[config.mk]
export PLATFORM = sky130hd
export DESIGN_NAME = rv32f_ext
export DESIGN_NICKNAME = d
export VERILOG_FILES = /design/src/hdl/rv32f_pkg.sv /design/src/hdl/rv32f_decode.sv /design/src/hdl/rv32f_execute.sv /design/src/hdl/rv32f_ext.sv /design/src/hdl/rv32f_fpu_addsub.sv /design/src/hdl/rv32f_fpu_mul.sv /design/src/hdl/rv32f_regfile.sv
export SDC_FILE = /design/constraint.sdc
export NUM_CORES = 2
export LEC_CHECK = 0
export BUFFER_PORTS_ARGS = -buffer_cell sky130_fd_sc_hd__buf_2
export CAP_MARGIN = 20
export CORE_AREA = 8 8 457 571
export CTS_CLUSTER_DIAMETER = 40
export DETAILED_ROUTE_END_ITERATION = 8
export DIE_AREA = 0 0 465 579
export GPL_TIMING_DRIVEN = 0
export PLACE_DENSITY = 0.47
export SETUP_SLACK_MARGIN = 0.3
export SLEW_MARGIN = 20
export SYNTH_ARGS = -nofsm -noshare
export SYNTH_HDL_FRONTEND = slang
export SYNTH_SLANG_ARGS = --single-unit
[constraint.sdc]
create_clock -name CLK -period 19.6 [get_ports CLK]
set_input_delay 3.92 -clock CLK [delete_from_list [all_inputs] [get_ports CLK]]
set_output_delay 3.92 -clock CLK [all_outputs]
set_load 0.005 [all_outputs]
[src/hdl/rv32f_pkg.sv]
package rv32f_pkg;

  // plain vector types
  typedef logic [31:0] word_t;      // data word or byte address
  typedef logic [4:0]  freg_idx_t;  // f0..f31
  typedef logic [6:0]  funct7_t;
  typedef logic [2:0]  rm_t;        // frm on arithmetic, width on ld/st
  typedef logic [7:0]  fexp_t;      // biased exponent
  typedef logic [22:0] fmant_t;     // stored fraction, hidden bit not included

  // major opcodes of the F extension subset
  typedef enum logic [6:0] {
    FPU_OPCODE_LD  = 7'b0000111,   // flw
    FPU_OPCODE_SW  = 7'b0100111,   // fsw
    FPU_OPCODE_ARI = 7'b1010011    // op-fp
  } fpu_opcode_e;

  // internal operation class, picked by decode
  typedef enum logic [2:0] {
    OP_NONE,
    OP_LOAD,
    OP_STORE,
    OP_ADD,
    OP_SUB,
    OP_MUL,
    OP_SGNJ
  } fpu_op_e;

  // funct7 values, fmt bits = 00 for single
  localparam funct7_t F7_ADD  = 7'b0000000;
  localparam funct7_t F7_SUB  = 7'b0000100;
  localparam funct7_t F7_MUL  = 7'b0001000;
  localparam funct7_t F7_SGNJ = 7'b0010000;

  // raw instruction, field names follow the r-type / s-type overlap
  typedef struct packed {
    logic [4:0] offset_funct5;
    logic [1:0] offset_fmt;
    freg_idx_t  offset_rs2;
    freg_idx_t  rs1;
    rm_t        width_rm;
    freg_idx_t  rd_offset;
    logic [6:0] opcode;
  } fpu_insn_t;

  // decode to execute
  typedef struct packed {
    logic        start;   // valid and claimed
    fpu_op_e     op;
    funct7_t     funct7;
    rm_t         frm;     // sign-injection select on OP_SGNJ
    freg_idx_t   rs1;
    freg_idx_t   rs2;
    freg_idx_t   rd;
    logic [11:0] imm;     // ld/st offset, sign extended in execute
  } decode_execute_t;

  typedef struct packed {
    logic   sign;
    fexp_t  exp;
    fmant_t mant;
  } fp_parts_t;

  typedef enum logic [1:0] {
    ST_IDLE,
    ST_ARITH,
    ST_MEM,
    ST_WB
  } exec_state_e;

endpackage

[src/hdl/rv32f_decode.sv]
`timescale 1ns/1ps

module rv32f_decode import rv32f_pkg::*; (
  input  logic            CLK,
  input  logic            rst_n,
  input  logic            insn_valid,
  input  word_t           insn,
  output logic            claim,
  output decode_execute_t idex
);

  fpu_insn_t   fi;
  funct7_t     f7;
  logic [15:0] unclaimed_cnt;  // illegal traffic seen, probed from sim

  assign fi = fpu_insn_t'(insn);
  assign f7 = {fi.offset_funct5, fi.offset_fmt};

  // dispatch on the real opcode, then funct7 for op-fp
  always_comb begin
    idex    = '0;
    idex.op = OP_NONE;
    case (fi.opcode)
      FPU_OPCODE_LD: begin
        idex.op  = OP_LOAD;
        idex.imm = {fi.offset_funct5, fi.offset_fmt, fi.offset_rs2}; // i-type imm
        idex.rs1 = fi.rs1;        // integer base, value comes from host
        idex.rd  = fi.rd_offset;
      end
      FPU_OPCODE_SW: begin
        idex.op  = OP_STORE;
        idex.imm = {fi.offset_funct5, fi.offset_fmt, fi.rd_offset}; // s-type split imm
        idex.rs1 = fi.rs1;
        idex.rs2 = fi.offset_rs2; // float source
      end
      FPU_OPCODE_ARI: begin
        case (f7)
          F7_ADD:  idex.op = OP_ADD;
          F7_SUB:  idex.op = OP_SUB;
          F7_MUL:  idex.op = OP_MUL;
          F7_SGNJ: idex.op = OP_SGNJ;
          default: idex.op = OP_NONE;  // div, sqrt, cvt etc not handled
        endcase
        idex.funct7 = f7;
        idex.frm    = fi.width_rm;     // rtz forced, only sgnj looks at it
        idex.rs1    = fi.rs1;
        idex.rs2    = fi.offset_rs2;
        idex.rd     = fi.rd_offset;
      end
      default: idex.op = OP_NONE;
    endcase
    idex.start = insn_valid && (idex.op != OP_NONE);
  end

  assign claim = idex.start;

  // count strobes nobody took
  always_ff @(posedge CLK or negedge rst_n) begin
    if (!rst_n) begin
      unclaimed_cnt <= '0;
    end else if (insn_valid && !claim) begin
      unclaimed_cnt <= unclaimed_cnt + 16'd1;
    end
  end

endmodule

[src/hdl/rv32f_execute.sv]
`timescale 1ns/1ps

module rv32f_execute import rv32f_pkg::*; #(
  parameter int MEM_ADDR_BITS = 32
) (
  input  logic                     CLK,
  input  logic                     rst_n,
  input  logic                     insn_valid,
  input  logic                     claim,
  input  decode_execute_t          idex,
  input  word_t                    int_rs1,
  output freg_idx_t                raddr_a,
  output freg_idx_t                raddr_b,
  input  word_t                    rdata_a,
  input  word_t                    rdata_b,
  output logic                     add_go,
  output logic                     mul_go,
  output logic                     sub,
  input  word_t                    add_result,
  input  word_t                    mul_result,
  output logic                     rf_we,
  output freg_idx_t                rf_waddr,
  output word_t                    rf_wdata,
  output logic                     busy,
  output logic                     done,
  output logic                     mem_req,
  output logic                     mem_we,
  output logic [MEM_ADDR_BITS-1:0] mem_addr,
  output word_t                    mem_wdata,
  input  logic                     mem_ack,
  input  word_t                    mem_rdata
);

  exec_state_e     state, state_nx;
  decode_execute_t ex;        // instruction in flight
  word_t           eff_addr;  // int rs1 + sext(imm)
  logic            issue;
  logic            sgn;
  word_t           sgnj_res;

  assign issue = (state == ST_IDLE) && insn_valid && claim;

  always_comb begin
    state_nx = state;
    case (state)
      ST_IDLE:  if (issue) begin
        state_nx = (idex.op == OP_LOAD || idex.op == OP_STORE) ? ST_MEM : ST_ARITH;
      end
      ST_ARITH: state_nx = ST_WB;               // units register this edge
      ST_MEM:   if (mem_ack) state_nx = ST_IDLE; // ack may be same cycle
      ST_WB:    state_nx = ST_IDLE;
      default:  state_nx = ST_IDLE;
    endcase
  end

  always_ff @(posedge CLK or negedge rst_n) begin
    if (!rst_n) begin
      state <= ST_IDLE;
      done  <= 1'b0;
    end else begin
      state <= state_nx;
      done  <= (state == ST_WB) || (state == ST_MEM && mem_ack);  // retire pulse
    end
  end

  // payload capture at issue
  always_ff @(posedge CLK) begin
    if (issue) begin
      ex       <= idex;
      eff_addr <= int_rs1 + {{20{idex.imm[11]}}, idex.imm};
    end
  end

  assign raddr_a = ex.rs1;
  assign raddr_b = ex.rs2;   // also store data

  assign add_go = (state == ST_ARITH) && (ex.op == OP_ADD || ex.op == OP_SUB);
  assign mul_go = (state == ST_ARITH) && (ex.op == OP_MUL);
  assign sub    = (ex.op == OP_SUB);

  // sign injection, magnitude always from rs1
  always_comb begin
    case (ex.frm)
      3'b001:  sgn = ~rdata_b[31];             // fsgnjn
      3'b010:  sgn = rdata_a[31] ^ rdata_b[31]; // fsgnjx
      default: sgn = rdata_b[31];              // fsgnj
    endcase
    sgnj_res = {sgn, rdata_a[30:0]};
  end

  // writeback select
  assign rf_we    = (state == ST_WB) || (state == ST_MEM && mem_ack && ex.op == OP_LOAD);
  assign rf_waddr = ex.rd;
  always_comb begin
    case (ex.op)
      OP_LOAD:        rf_wdata = mem_rdata;
      OP_ADD, OP_SUB: rf_wdata = add_result;
      OP_MUL:         rf_wdata = mul_result;
      default:        rf_wdata = sgnj_res;
    endcase
  end

  assign busy = (state != ST_IDLE);

  // memory side, all held from latched state while req is up
  assign mem_req   = (state == ST_MEM);
  assign mem_we    = (state == ST_MEM) && (ex.op == OP_STORE);
  assign mem_addr  = eff_addr[MEM_ADDR_BITS-1:0];
  assign mem_wdata = rdata_b;

endmodule

[src/hdl/rv32f_ext.sv]
`timescale 1ns/1ps

module rv32f_ext import rv32f_pkg::*; #(
  parameter int MEM_ADDR_BITS = 32
) (
  input  logic                     CLK,
  input  logic                     rst_n,
  // host side
  input  logic                     insn_valid,
  input  word_t                    insn,
  input  word_t                    int_rs1,
  output logic                     claim,
  output logic                     busy,
  output logic                     done,
  // data memory
  output logic                     mem_req,
  output logic                     mem_we,
  output logic [MEM_ADDR_BITS-1:0] mem_addr,
  output word_t                    mem_wdata,
  input  logic                     mem_ack,
  input  word_t                    mem_rdata
);

  decode_execute_t idex;
  freg_idx_t       raddr_a, raddr_b, rf_waddr;
  word_t           rdata_a, rdata_b, rf_wdata;
  word_t           add_result, mul_result;
  logic            rf_we;
  logic            add_go, mul_go, sub;

  rv32f_decode u_decode (
    .CLK        (CLK),
    .rst_n      (rst_n),
    .insn_valid (insn_valid),
    .insn       (insn),
    .claim      (claim),
    .idex       (idex)
  );

  // operands go straight from the read ports to both units
  rv32f_regfile u_regfile (
    .CLK     (CLK),
    .rst_n   (rst_n),
    .raddr_a (raddr_a),
    .raddr_b (raddr_b),
    .rdata_a (rdata_a),
    .rdata_b (rdata_b),
    .we      (rf_we),
    .waddr   (rf_waddr),
    .wdata   (rf_wdata)
  );

  rv32f_execute #(
    .MEM_ADDR_BITS (MEM_ADDR_BITS)
  ) u_execute (
    .CLK        (CLK),
    .rst_n      (rst_n),
    .insn_valid (insn_valid),
    .claim      (claim),
    .idex       (idex),
    .int_rs1    (int_rs1),
    .raddr_a    (raddr_a),
    .raddr_b    (raddr_b),
    .rdata_a    (rdata_a),
    .rdata_b    (rdata_b),
    .add_go     (add_go),
    .mul_go     (mul_go),
    .sub        (sub),
    .add_result (add_result),
    .mul_result (mul_result),
    .rf_we      (rf_we),
    .rf_waddr   (rf_waddr),
    .rf_wdata   (rf_wdata),
    .busy       (busy),
    .done       (done),
    .mem_req    (mem_req),
    .mem_we     (mem_we),
    .mem_addr   (mem_addr),
    .mem_wdata  (mem_wdata),
    .mem_ack    (mem_ack),
    .mem_rdata  (mem_rdata)
  );

  rv32f_fpu_addsub u_addsub (
    .CLK    (CLK),
    .rst_n  (rst_n),
    .go     (add_go),
    .sub    (sub),
    .a      (rdata_a),
    .b      (rdata_b),
    .result (add_result)
  );

  rv32f_fpu_mul u_mul (
    .CLK    (CLK),
    .rst_n  (rst_n),
    .go     (mul_go),
    .a      (rdata_a),
    .b      (rdata_b),
    .result (mul_result)
  );

endmodule

[src/hdl/rv32f_fpu_addsub.sv]
`timescale 1ns/1ps

module rv32f_fpu_addsub import rv32f_pkg::*; (
  input  logic  CLK,
  input  logic  rst_n,
  input  logic  go,
  input  logic  sub,
  input  word_t a,
  input  word_t b,
  output word_t result
);

  fp_parts_t        fa, fb;          // unpacked, subnormals flushed
  fp_parts_t        big, lesser;     // ordered by magnitude
  logic [23:0]      sig_big, sig_small;
  logic [26:0]      ext_small;       // significand + guard, round, sticky
  logic [26:0]      aligned;
  logic [26:0]      lost_mask;
  fexp_t            diff;
  logic             eff_sub;
  logic [27:0]      sum;             // one carry bit on top
  logic [26:0]      norm;
  logic [4:0]       lz;
  logic signed [9:0] res_exp;
  word_t            res_next;

  // unpack, sub just flips the sign of b
  always_comb begin
    fa = fp_parts_t'(a);
    fb = fp_parts_t'({b[31] ^ sub, b[30:0]});
    if (fa.exp == '0) fa.mant = '0;  // subnormal reads as signed zero
    if (fb.exp == '0) fb.mant = '0;
  end

  // swap so big holds the larger magnitude
  always_comb begin
    if ({fb.exp, fb.mant} > {fa.exp, fa.mant}) begin
      big    = fb;
      lesser = fa;
    end else begin
      big    = fa;
      lesser = fb;
    end
  end

  assign eff_sub   = fa.sign ^ fb.sign;
  assign diff      = big.exp - lesser.exp;
  assign sig_big   = {|big.exp, big.mant};     // hidden bit
  assign sig_small = {|lesser.exp, lesser.mant};
  assign ext_small = {sig_small, 3'b000};

  // alignment shift, everything shifted out folds into sticky
  always_comb begin
    lost_mask = (27'd1 << diff[4:0]) - 27'd1;
    if (diff >= 8'd27) begin
      aligned = {26'b0, |ext_small};
    end else begin
      aligned    = ext_small >> diff[4:0];
      aligned[0] = aligned[0] | (|(ext_small & lost_mask));
    end
  end

  assign sum = eff_sub ? {1'b0, sig_big, 3'b000} - {1'b0, aligned}
                       : {1'b0, sig_big, 3'b000} + {1'b0, aligned};

  // leading one search, highest set bit wins
  always_comb begin
    lz = '0;
    for (int i = 0; i < 27; i++) begin
      if (sum[i]) lz = 5'(26 - i);
    end
  end

  // normalize so norm[26] is the hidden bit
  always_comb begin
    if (sum[27]) begin
      norm    = sum[27:1];  // carry out, shift right one
      res_exp = $signed({2'b00, big.exp}) + 10'sd1;
    end else begin
      norm    = sum[26:0] << lz;
      res_exp = $signed({2'b00, big.exp}) - $signed({5'b00000, lz});
    end
  end

  // truncate then flush or saturate
  always_comb begin
    if (sum == '0) begin
      res_next = {(eff_sub ? 1'b0 : big.sign), 31'b0};  // exact cancel is +0
    end else if (res_exp <= 10'sd0) begin
      res_next = {big.sign, 31'b0};
    end else if (res_exp >= 10'sd255) begin
      res_next = {big.sign, 8'hfe, 23'h7fffff};          // max finite
    end else begin
      res_next = {big.sign, res_exp[7:0], norm[25:3]};
    end
  end

  always_ff @(posedge CLK or negedge rst_n) begin
    if (!rst_n) begin
      result <= '0;
    end else if (go) begin
      result <= res_next;
    end
  end

endmodule

[src/hdl/rv32f_fpu_mul.sv]
`timescale 1ns/1ps

module rv32f_fpu_mul import rv32f_pkg::*; (
  input  logic  CLK,
  input  logic  rst_n,
  input  logic  go,
  input  word_t a,
  input  word_t b,
  output word_t result
);

  fp_parts_t         pa, pb;
  logic [23:0]       sig_a, sig_b;
  logic [47:0]       prod;        // 1.x * 1.x lands in [1,4)
  logic              sign;
  logic              is_zero;
  fmant_t            mant;
  logic signed [9:0] res_exp;
  word_t             res_next;

  assign pa = fp_parts_t'(a);
  assign pb = fp_parts_t'(b);

  // subnormals drop to zero through the hidden bit
  assign sig_a   = (pa.exp == '0) ? 24'd0 : {1'b1, pa.mant};
  assign sig_b   = (pb.exp == '0) ? 24'd0 : {1'b1, pb.mant};
  assign is_zero = (pa.exp == '0) || (pb.exp == '0);
  assign sign    = pa.sign ^ pb.sign;
  assign prod    = sig_a * sig_b;

  // one step normalize, low bits just truncated
  always_comb begin
    res_exp = $signed({2'b00, pa.exp}) + $signed({2'b00, pb.exp}) - 10'sd127;
    if (prod[47]) begin
      mant    = prod[46:24];
      res_exp = res_exp + 10'sd1;
    end else begin
      mant    = prod[45:23];
    end
  end

  always_comb begin
    if (is_zero || res_exp <= 10'sd0) begin
      res_next = {sign, 31'b0};              // zero operand or underflow
    end else if (res_exp >= 10'sd255) begin
      res_next = {sign, 8'hfe, 23'h7fffff};  // saturate
    end else begin
      res_next = {sign, res_exp[7:0], mant};
    end
  end

  always_ff @(posedge CLK or negedge rst_n) begin
    if (!rst_n) begin
      result <= '0;
    end else if (go) begin
      result <= res_next;
    end
  end

endmodule

[src/hdl/rv32f_regfile.sv]
`timescale 1ns/1ps

module rv32f_regfile import rv32f_pkg::*; (
  input  logic      CLK,
  input  logic      rst_n,
  input  freg_idx_t raddr_a,
  input  freg_idx_t raddr_b,
  output word_t     rdata_a,
  output word_t     rdata_b,
  input  logic      we,
  input  freg_idx_t waddr,
  input  word_t     wdata
);

  word_t regs [32];  // f0 is an ordinary register here

  // write port, whole file clears on reset
  always_ff @(posedge CLK or negedge rst_n) begin
    if (!rst_n) begin
      for (int i = 0; i < 32; i++) begin
        regs[i] <= '0;
      end
    end else if (we) begin
      regs[waddr] <= wdata;
    end
  end

  // async reads, no write bypass
  assign rdata_a = regs[raddr_a];
  assign rdata_b = regs[raddr_b];

endmodule

* Yosys cells after proc, flatten, opt, wreduce, memory -nomap -nowiden
Index checks and enable logic that the tools add are counted.
** Word-level totals
- Bits of input ports :: 100
- Bits in registers :: 1144
- Output and inout port bits :: 69
- Word-level logic and storage cells :: 189
** Cells by class
- $mul :: 1
- Multiplexer cells :: 63
- Equal/unequal tests :: 20
- Shift-type cells :: 3
- Bitwise operators :: 9
- Magnitude comparators :: 10
- Add/sub/neg operators :: 10
- Reductions and logical operators :: 31
** Operators by type and width (number)
- $bwmux W1024 :: 1
- $bmux W32 S5 :: 2
- $mux W32 :: 7
- $demux W32 S5 :: 1
- $mux W31 :: 5
- $mux W5 :: 27
- $pmux W32 S3 :: 1
- $mux W23 :: 3
- $mul A24 B24 Y48 :: 1
- $mux W24 :: 2
- $add A32 B32 Y32 :: 1
- $gt A31 B31 Y1 :: 1
- $reduce_or A31 Y1 :: 1
- $add A27 B27 Y28 :: 1
- $logic_not A28 Y1 :: 1
- $mux W28 :: 1
- $sub A27 B27 Y28 :: 1
- $and A27 B27 Y27 :: 1
- $mux W27 :: 1
- $reduce_or A27 Y1 :: 1
- $shl A1 B5 Y27 const A :: 1
- $shl A27 B5 Y26 :: 1
- $shr A27 B5 Y27 :: 1
- $sub A27 B1 Y27 const B :: 1
- 46 further kinds :: 83

* Logic depth before layout (Yosys ltp)
- Depth after elaboration :: 50
- Depth in mapped cells :: 79
- Gate-level depth less buffers :: 66

* Cells and area by module
A second synthesis with hierarchy kept.
** Second synthesis, totals
- Cell total of the unflattened synthesis :: 9488
- Area, all modules :: 95616.7 um^2
** By module, submodules not included
- rv32f_regfile :: instances 1, sequential area each 25624.6 um^2, area each 56245.2 um^2, cells each 4605
- rv32f_fpu_mul :: instances 1, sequential area each 800.8 um^2, area each 21744.6 um^2, cells each 2469
- rv32f_fpu_addsub :: instances 1, sequential area each 800.8 um^2, area each 11868.9 um^2, cells each 1763
- rv32f_execute :: instances 1, sequential area each 1666.6 um^2, area each 5282.6 um^2, cells each 583
- rv32f_decode :: instances 1, sequential area each 0.0 um^2, area each 475.5 um^2, cells each 68

* Least setup slack after synthesis
OpenSTA, ideal clock, no wires.
- Path type :: flip-flop to flip-flop
- From :: register u_execute.ex (netlist bit u_execute.raddr_a[2])
- To :: register u_addsub.result[17]
- Period minus slack after synthesis :: 14.262 ns
- Data arrival time :: 14.133 ns
- Buffers on the path :: 14
- Cell stages (with the launch flop) :: 75
- Required time :: 19.471 ns
- Library setup time :: 0.129 ns
- Setup slack :: 5.338 ns
- Path through :: edfxtp_1 > buf_2 > buf_6 > buf_2 > mux4_2 > mux2_2 > o2111ai_1 > nand2_1 > or4_1 > clkbuf_1 > clkbuf_1 > nand2_1 > inv_1 > ha_1 > nand2b_1 > a221oi_1 > o21a_1 > a2111oi_0 > [... 39 more ...] > inv_4 > buf_6 > buf_8 > ha_1 > fa_1 > nor2b_1 > o21ai_0 > nand2b_1 > and2_1 > nor2_1 > a21oi_1 > or4b_1 > nor3_1 > a311o_1 > buf_2 > clkbuf_1 > nand2_1 > o41a_1
** On the way
- Longest elaborated chain between the ends :: 50
- Elaborated cells on any way between the ends :: 63
- Those cells by class :: add/sub: 6; order compare: 4; shift: 3; mux: 40; bitwise: 4; reduce/logical: 6
** Ends and longest elaborated chain
- start: declaration :: RTL line rv32f_execute.sv:35 : decode_execute_t ex;
- start signal: assignment :: RTL line rv32f_execute.sv:69 : ex <= idex;
- $not A5 Y6 (implied by the code) (*) :: RTL line rv32f_regfile.sv:29 : assign rdata_a = regs[raddr_a];
- $bmux W32 S5 (*) :: RTL line rv32f_regfile.sv:29
- $mux W32 (implied by the code) (*) (2 in a row) :: RTL line rv32f_regfile.sv:29
- $logic_not A8 Y1 :: RTL line rv32f_fpu_addsub.sv:31 : if (fa.exp == '0) fa.mant = '0;
- $mux W23 :: RTL line rv32f_fpu_addsub.sv:31
- $gt A31 B31 Y1 :: RTL line rv32f_fpu_addsub.sv:37 : if ({fb.exp, fb.mant} > {fa.exp, fa.mant}) begin
- $mux W32 / $mux W31 (equally long branches) :: RTL line rv32f_fpu_addsub.sv:37
- $sub A8 B8 Y8 :: RTL line rv32f_fpu_addsub.sv:47 : assign diff = big.exp - lesser.exp;
- [... 7 more ...]
- $mux W28 :: RTL line rv32f_fpu_addsub.sv:63 : assign sum = eff_sub ? {1'b0, sig_big, 3'b000} - {1'b0, aligned}
- $mux W5 (27 in a row) :: RTL line rv32f_fpu_addsub.sv:70 : if (sum[i]) lz = 5'(26 - i);
- $sub A8 B5 Y9 :: RTL line rv32f_fpu_addsub.sv:81 : res_exp = $signed({2'b00, big.exp}) - $signed({5'b00000, lz});
- $mux W10 :: RTL line rv32f_fpu_addsub.sv:76 : if (sum[27]) begin
- $ge A10 B9 Y1 :: RTL line rv32f_fpu_addsub.sv:91 : end else if (res_exp >= 10'sd255) begin
- $mux W31 :: RTL line rv32f_fpu_addsub.sv:91
- $mux W31 :: RTL line rv32f_fpu_addsub.sv:89 : end else if (res_exp <= 10'sd0) begin
- $mux W32 (*) :: RTL line rv32f_fpu_addsub.sv:87 : if (sum == '0) begin
- end signal: assignment :: RTL line rv32f_fpu_addsub.sv:102 : result <= res_next;
- end: declaration :: RTL line rv32f_fpu_addsub.sv:10 : output word_t result
Every way passes the cells marked *; elsewhere a longest branch is shown, timed or not. The select of a mux whose other input is x is not followed.
A chain may end at the register's enable or synchronous reset.

* Worst setup path in the final report
- From :: register u_execute.ex (netlist bit u_execute.raddr_a[1])
- To :: register u_addsub.result[22]
The elaborated chain is that of the path after synthesis.

==> impl_metrics.yaml <==
grt:
  number_of_antenna_violations_at_the_first_check_in_global_routing: 23
  gr-total-overflow: 0
  grt_first_pass_wirelength_microns: 604100
  grt_pass1_vias: 78490
  largest_net_degree_at_the_start_of_global_routing: 125
  gr_util_all_layers_pct: 31.35
yosys:
  synthDominantCellAreaShare_pct: 31.16
  synth-simple-area-share_pct: 12.77
  yosys.area.top_type: "dfrtp_1"
  synth_seq_cells: 1144
  syn_nets: 9837
  synth_top_flop_cell: "dfrtp_1"
  synth_compound_gate_area_share_pct: 13.01
  yosys.area_share.adder_pct: 15.70
  asyncSetResetFlopFracSynth_pct: 95.37
  synthTopCellsByCount: "nand2_1, o21ai_0, dfrtp_1"
  synth.avg_cell_area_sq_um: 9.812
  synth_cells: 8929
  xor_and_xnor_area_share_after_synthesis_pct: 0.9597
  yosys-top-cells-area: "dfrtp_1, mux4_2, fa_1"
  synth.yosys.warnings: 0
  post_synth_mux_area_share_pct: 18.26
  number_of_enable_type_register_cells_in_the_synthesized_netlist: 53
  synth.lib_cells_used.distinct: 114
  largest_family_of_logic_cells_by_synthesized_area: "multiplexers"
  synth_sequential_area_ratio_pct: 32.98
  synthesis.area_sq_um: 87610
  yosys.cell_count.top_type: "nand2_1"
clocking:
  holdBufCountCts: 0
  clkSlewWorstSetupHoldPaths_ns: 0.06
  tritoncts_clock_tree: "done"
  root_buffer: "clkbuf_16"
  htree_levels: 4
  cts_sinks: 1144
  worst_skew_late_latency_ns: 0.93
  cts-buffers-inserted: 204
  buffers_from_clock_root_to_sink_at_most: 4
sta:
  final.period_utilization_pct: 95.47
  hold_slack_ns: 0.4930
  clock_skew_ns: 0.1332
  setup-tns-final_ns: 0
  unrepaired_setup_endpoints_after_global_routing: "false"
  setup_viol_count_final: 0
  max_slew.worst_pin.slew_ns: 1.272
  report.final.slew_viol_count: 0
  report.final.hold_viol_count: 0
  layout_setup_ws_ns: 0.8881
  maxClockFrequency_ghz: 0.05344
  max_slew_margin_pct: 15.17
  timing.final.crit_period_ns: 18.71
critical_path:
  cpPeakStageDelay_ns: 0.93
  critPathMaxFanout: 10
  worst-r2r-setup-slack_ns: 0.89
  timing.critical_path.from_type: "register"
  setup.worst_path.start: "u_execute.raddr_a[1]"
  category_of_the_critical_setup_timing_path: "register to register"
  r2r-start: "u_execute.raddr_a[1]"
  critPathCaptureType: "register"
  critical_path.slowest_cell: "clkbuf_1"
  worstPathRequired_ns: 20.30
  cp_data_arrival_time_ns: 19.41
placed_design:
  place.port_buffers: 167
  final_weighted_congestion_of_routability_driven_global_placement: 0.9776
  detailedPlacementHpwl_microns: 327900
  dp_slack_ns: -1.407
final_layout:
  final_util_pct: 40.10
  num-fill-cells: 24980
  drive_above_1_share_pct: 16.15
  area_growth_pct: 15.03
  layout.nets: 10260
flow_run:
  timing.max_cap.violations: 0
floorplan:
  count_of_boundary_i_o_pins: 169
  fp.dieH_microns: 579
  initial_core_util_pct: 34.86
  std_cell_rows: 206
  design.core.area_sq_um: 251300
  die_w_microns: 465
  die_area_sq_um: 269200
route:
  routed-via-count: 77390
  drtIter0Drc: 8522
  route.antenna.remaining_nets: 0
  post_drt_wl_per_cell_microns: 33.74
  routed_wirelength_microns: 433800
  drt_pre_antenna_iters: 6
  drc_errors: 0
  vias_per_cell: 6.020
worst_hold_path:
  hold_path.class: "register to register"
  timing.hold.worst.start: "u_regfile.regs[177]"
power:
  ir_worst_vdd_uv: 74.98
  power.density_nw_per_um2: 65.23
  leakagePower_nw: 44.07
run_status:
  status: "finished clean"
through the flow:
stage | area, sq um | power (W) | instances
floorplan | 87610 | 0.002748 | 8929
global placement | 92610 | 0.002984 | 12420
detailed placement | 93540 | 0.002993 | 12470
CTS | 100500 | 0.006586 | 12840
global route | 100800 | 0.006740 | 12850
finish | 100800 | 0.006573 | 12860
where the power goes:
| group | leakage (nW) | switching (W) | internal (W) |
|---|---|---|---|
| Clock | 3.30 | 0.00143 | 0.00218 |
| Sequential | 15.7 | 0.0000272 | 0.00240 |
| Combinational | 25.0 | 0.000373 | 0.000163 |
| Total | 44.1 | 0.00183 | 0.00475 |
metal layers:
| metal | up-vias | track usage [%] | routed length [microns] |
|---|---|---|---|
| met4 | 18 | 23.45 | 40620 |
| met2 | 4226 | 51.45 | 202400 |
| met3 | 1380 | 6.532 | 34950 |
| met1 | 39770 | 36.20 | 155600 |
| li1 | 31990 | - | - |
| met5 | - | 0 | 139 |
sequential cells by signal (all words and copies together), names as in the netlist:
| signal | cells |
|---|---|
| u_addsub.result | 32 |
| u_execute.done | 1 |
| u_execute.ex | 6 |
| u_execute.mem_addr | 32 |
| u_execute.raddr_a | 5 |
| u_execute.raddr_b | 5 |
| u_execute.rf_waddr | 5 |
| u_execute.state | 2 |
| u_mul.result | 32 |
| u_regfile.regs | 1024 |
final cells by class:
| cell class | count | area, sq um | area share, % |
|---|---|---|---|
| Sequential cell | 1144 | 28890 | 28.67 |
| Antenna cell | 10 | 25.02 | 0.02483 |
| Clock inverter | 148 | 1515 | 1.504 |
| Timing Repair Buffer | 216 | 1610 | 1.598 |
| Inverter | 711 | 2671 | 2.651 |
| Clock buffer | 224 | 5331 | 5.290 |
| Buffer | 703 | 3113 | 3.089 |
| Tap cell | 3328 | 4164 | 4.132 |
| Multi-Input combinational cell | 6371 | 53450 | 53.04 |
worst paths after layout:
check,end,depth (start not counted)
worst max-delay path,u_addsub.result[22],64
worst min-delay path,u_regfile.regs[177],2
worst max register to register,u_addsub.result[22],64
worst min register to register,u_regfile.regs[177],2
max in group asynchronous,u_regfile.regs[687],6
min in group asynchronous,u_regfile.regs[1001],1
worst max-delay path: cells and delay by family, from the launching register on:
family	cells	cell delay [ns]
compound gates	25	5.87
mux	2	0.78
buf+inv	14	4.74
fa+ha+maj	4	1.20
simple gates	16	4.58
xor+xnor	3	0.95
flops	1	0.32
what timing repair did:
action / 4_1_cts / 5_1_grt
setup endpoints to repair: 31 / 31
buffers inserted: 2 / 2
resized for setup: 42 / 76
pin swaps: 1 / 1
kinds of logic after synthesis:
group                      after synthesis
adders and majority gates              808
xor gates and xnor gates                96
muxes                                  877
buffers and inverters                 1414
and+or+nand+nor                       2649
AOI/OAI and AO/OA                     1941
DFF                                   1144
cell usage in the layout, fill, tap and decap left out, types with 37 or more instances in the layout:
cell / Yosys / routed
nand3_1: 98 / 97
edfxtp_1: 53 / 53
dfrtp_1: 1091 / 1091
o21ai_1: 6 / 40
ha_1: 323 / 323
inv_1: 704 / 704
a21o_1: 37 / 37
buf_2: 65 / 226
o22ai_1: 53 / 53
nand2_1: 1818 / 1817
clkbuf_2: 1 / 95
fa_1: 485 / 485
o21ai_0: 1234 / 1199
and3_1: 91 / 90
nor3_1: 62 / 61
mux2_2: 70 / 70
a21oi_1: 190 / 190
a22o_1: 42 / 42
mux4_2: 567 / 567
clkbuf_1: 562 / 477
clkbuf_16: 0 / 205
and2_1: 49 / 49
nor2_1: 327 / 320
a22oi_1: 41 / 41
xnor2_1: 78 / 76
mux2i_1: 234 / 222
Power figures use the tool's default switching activity.
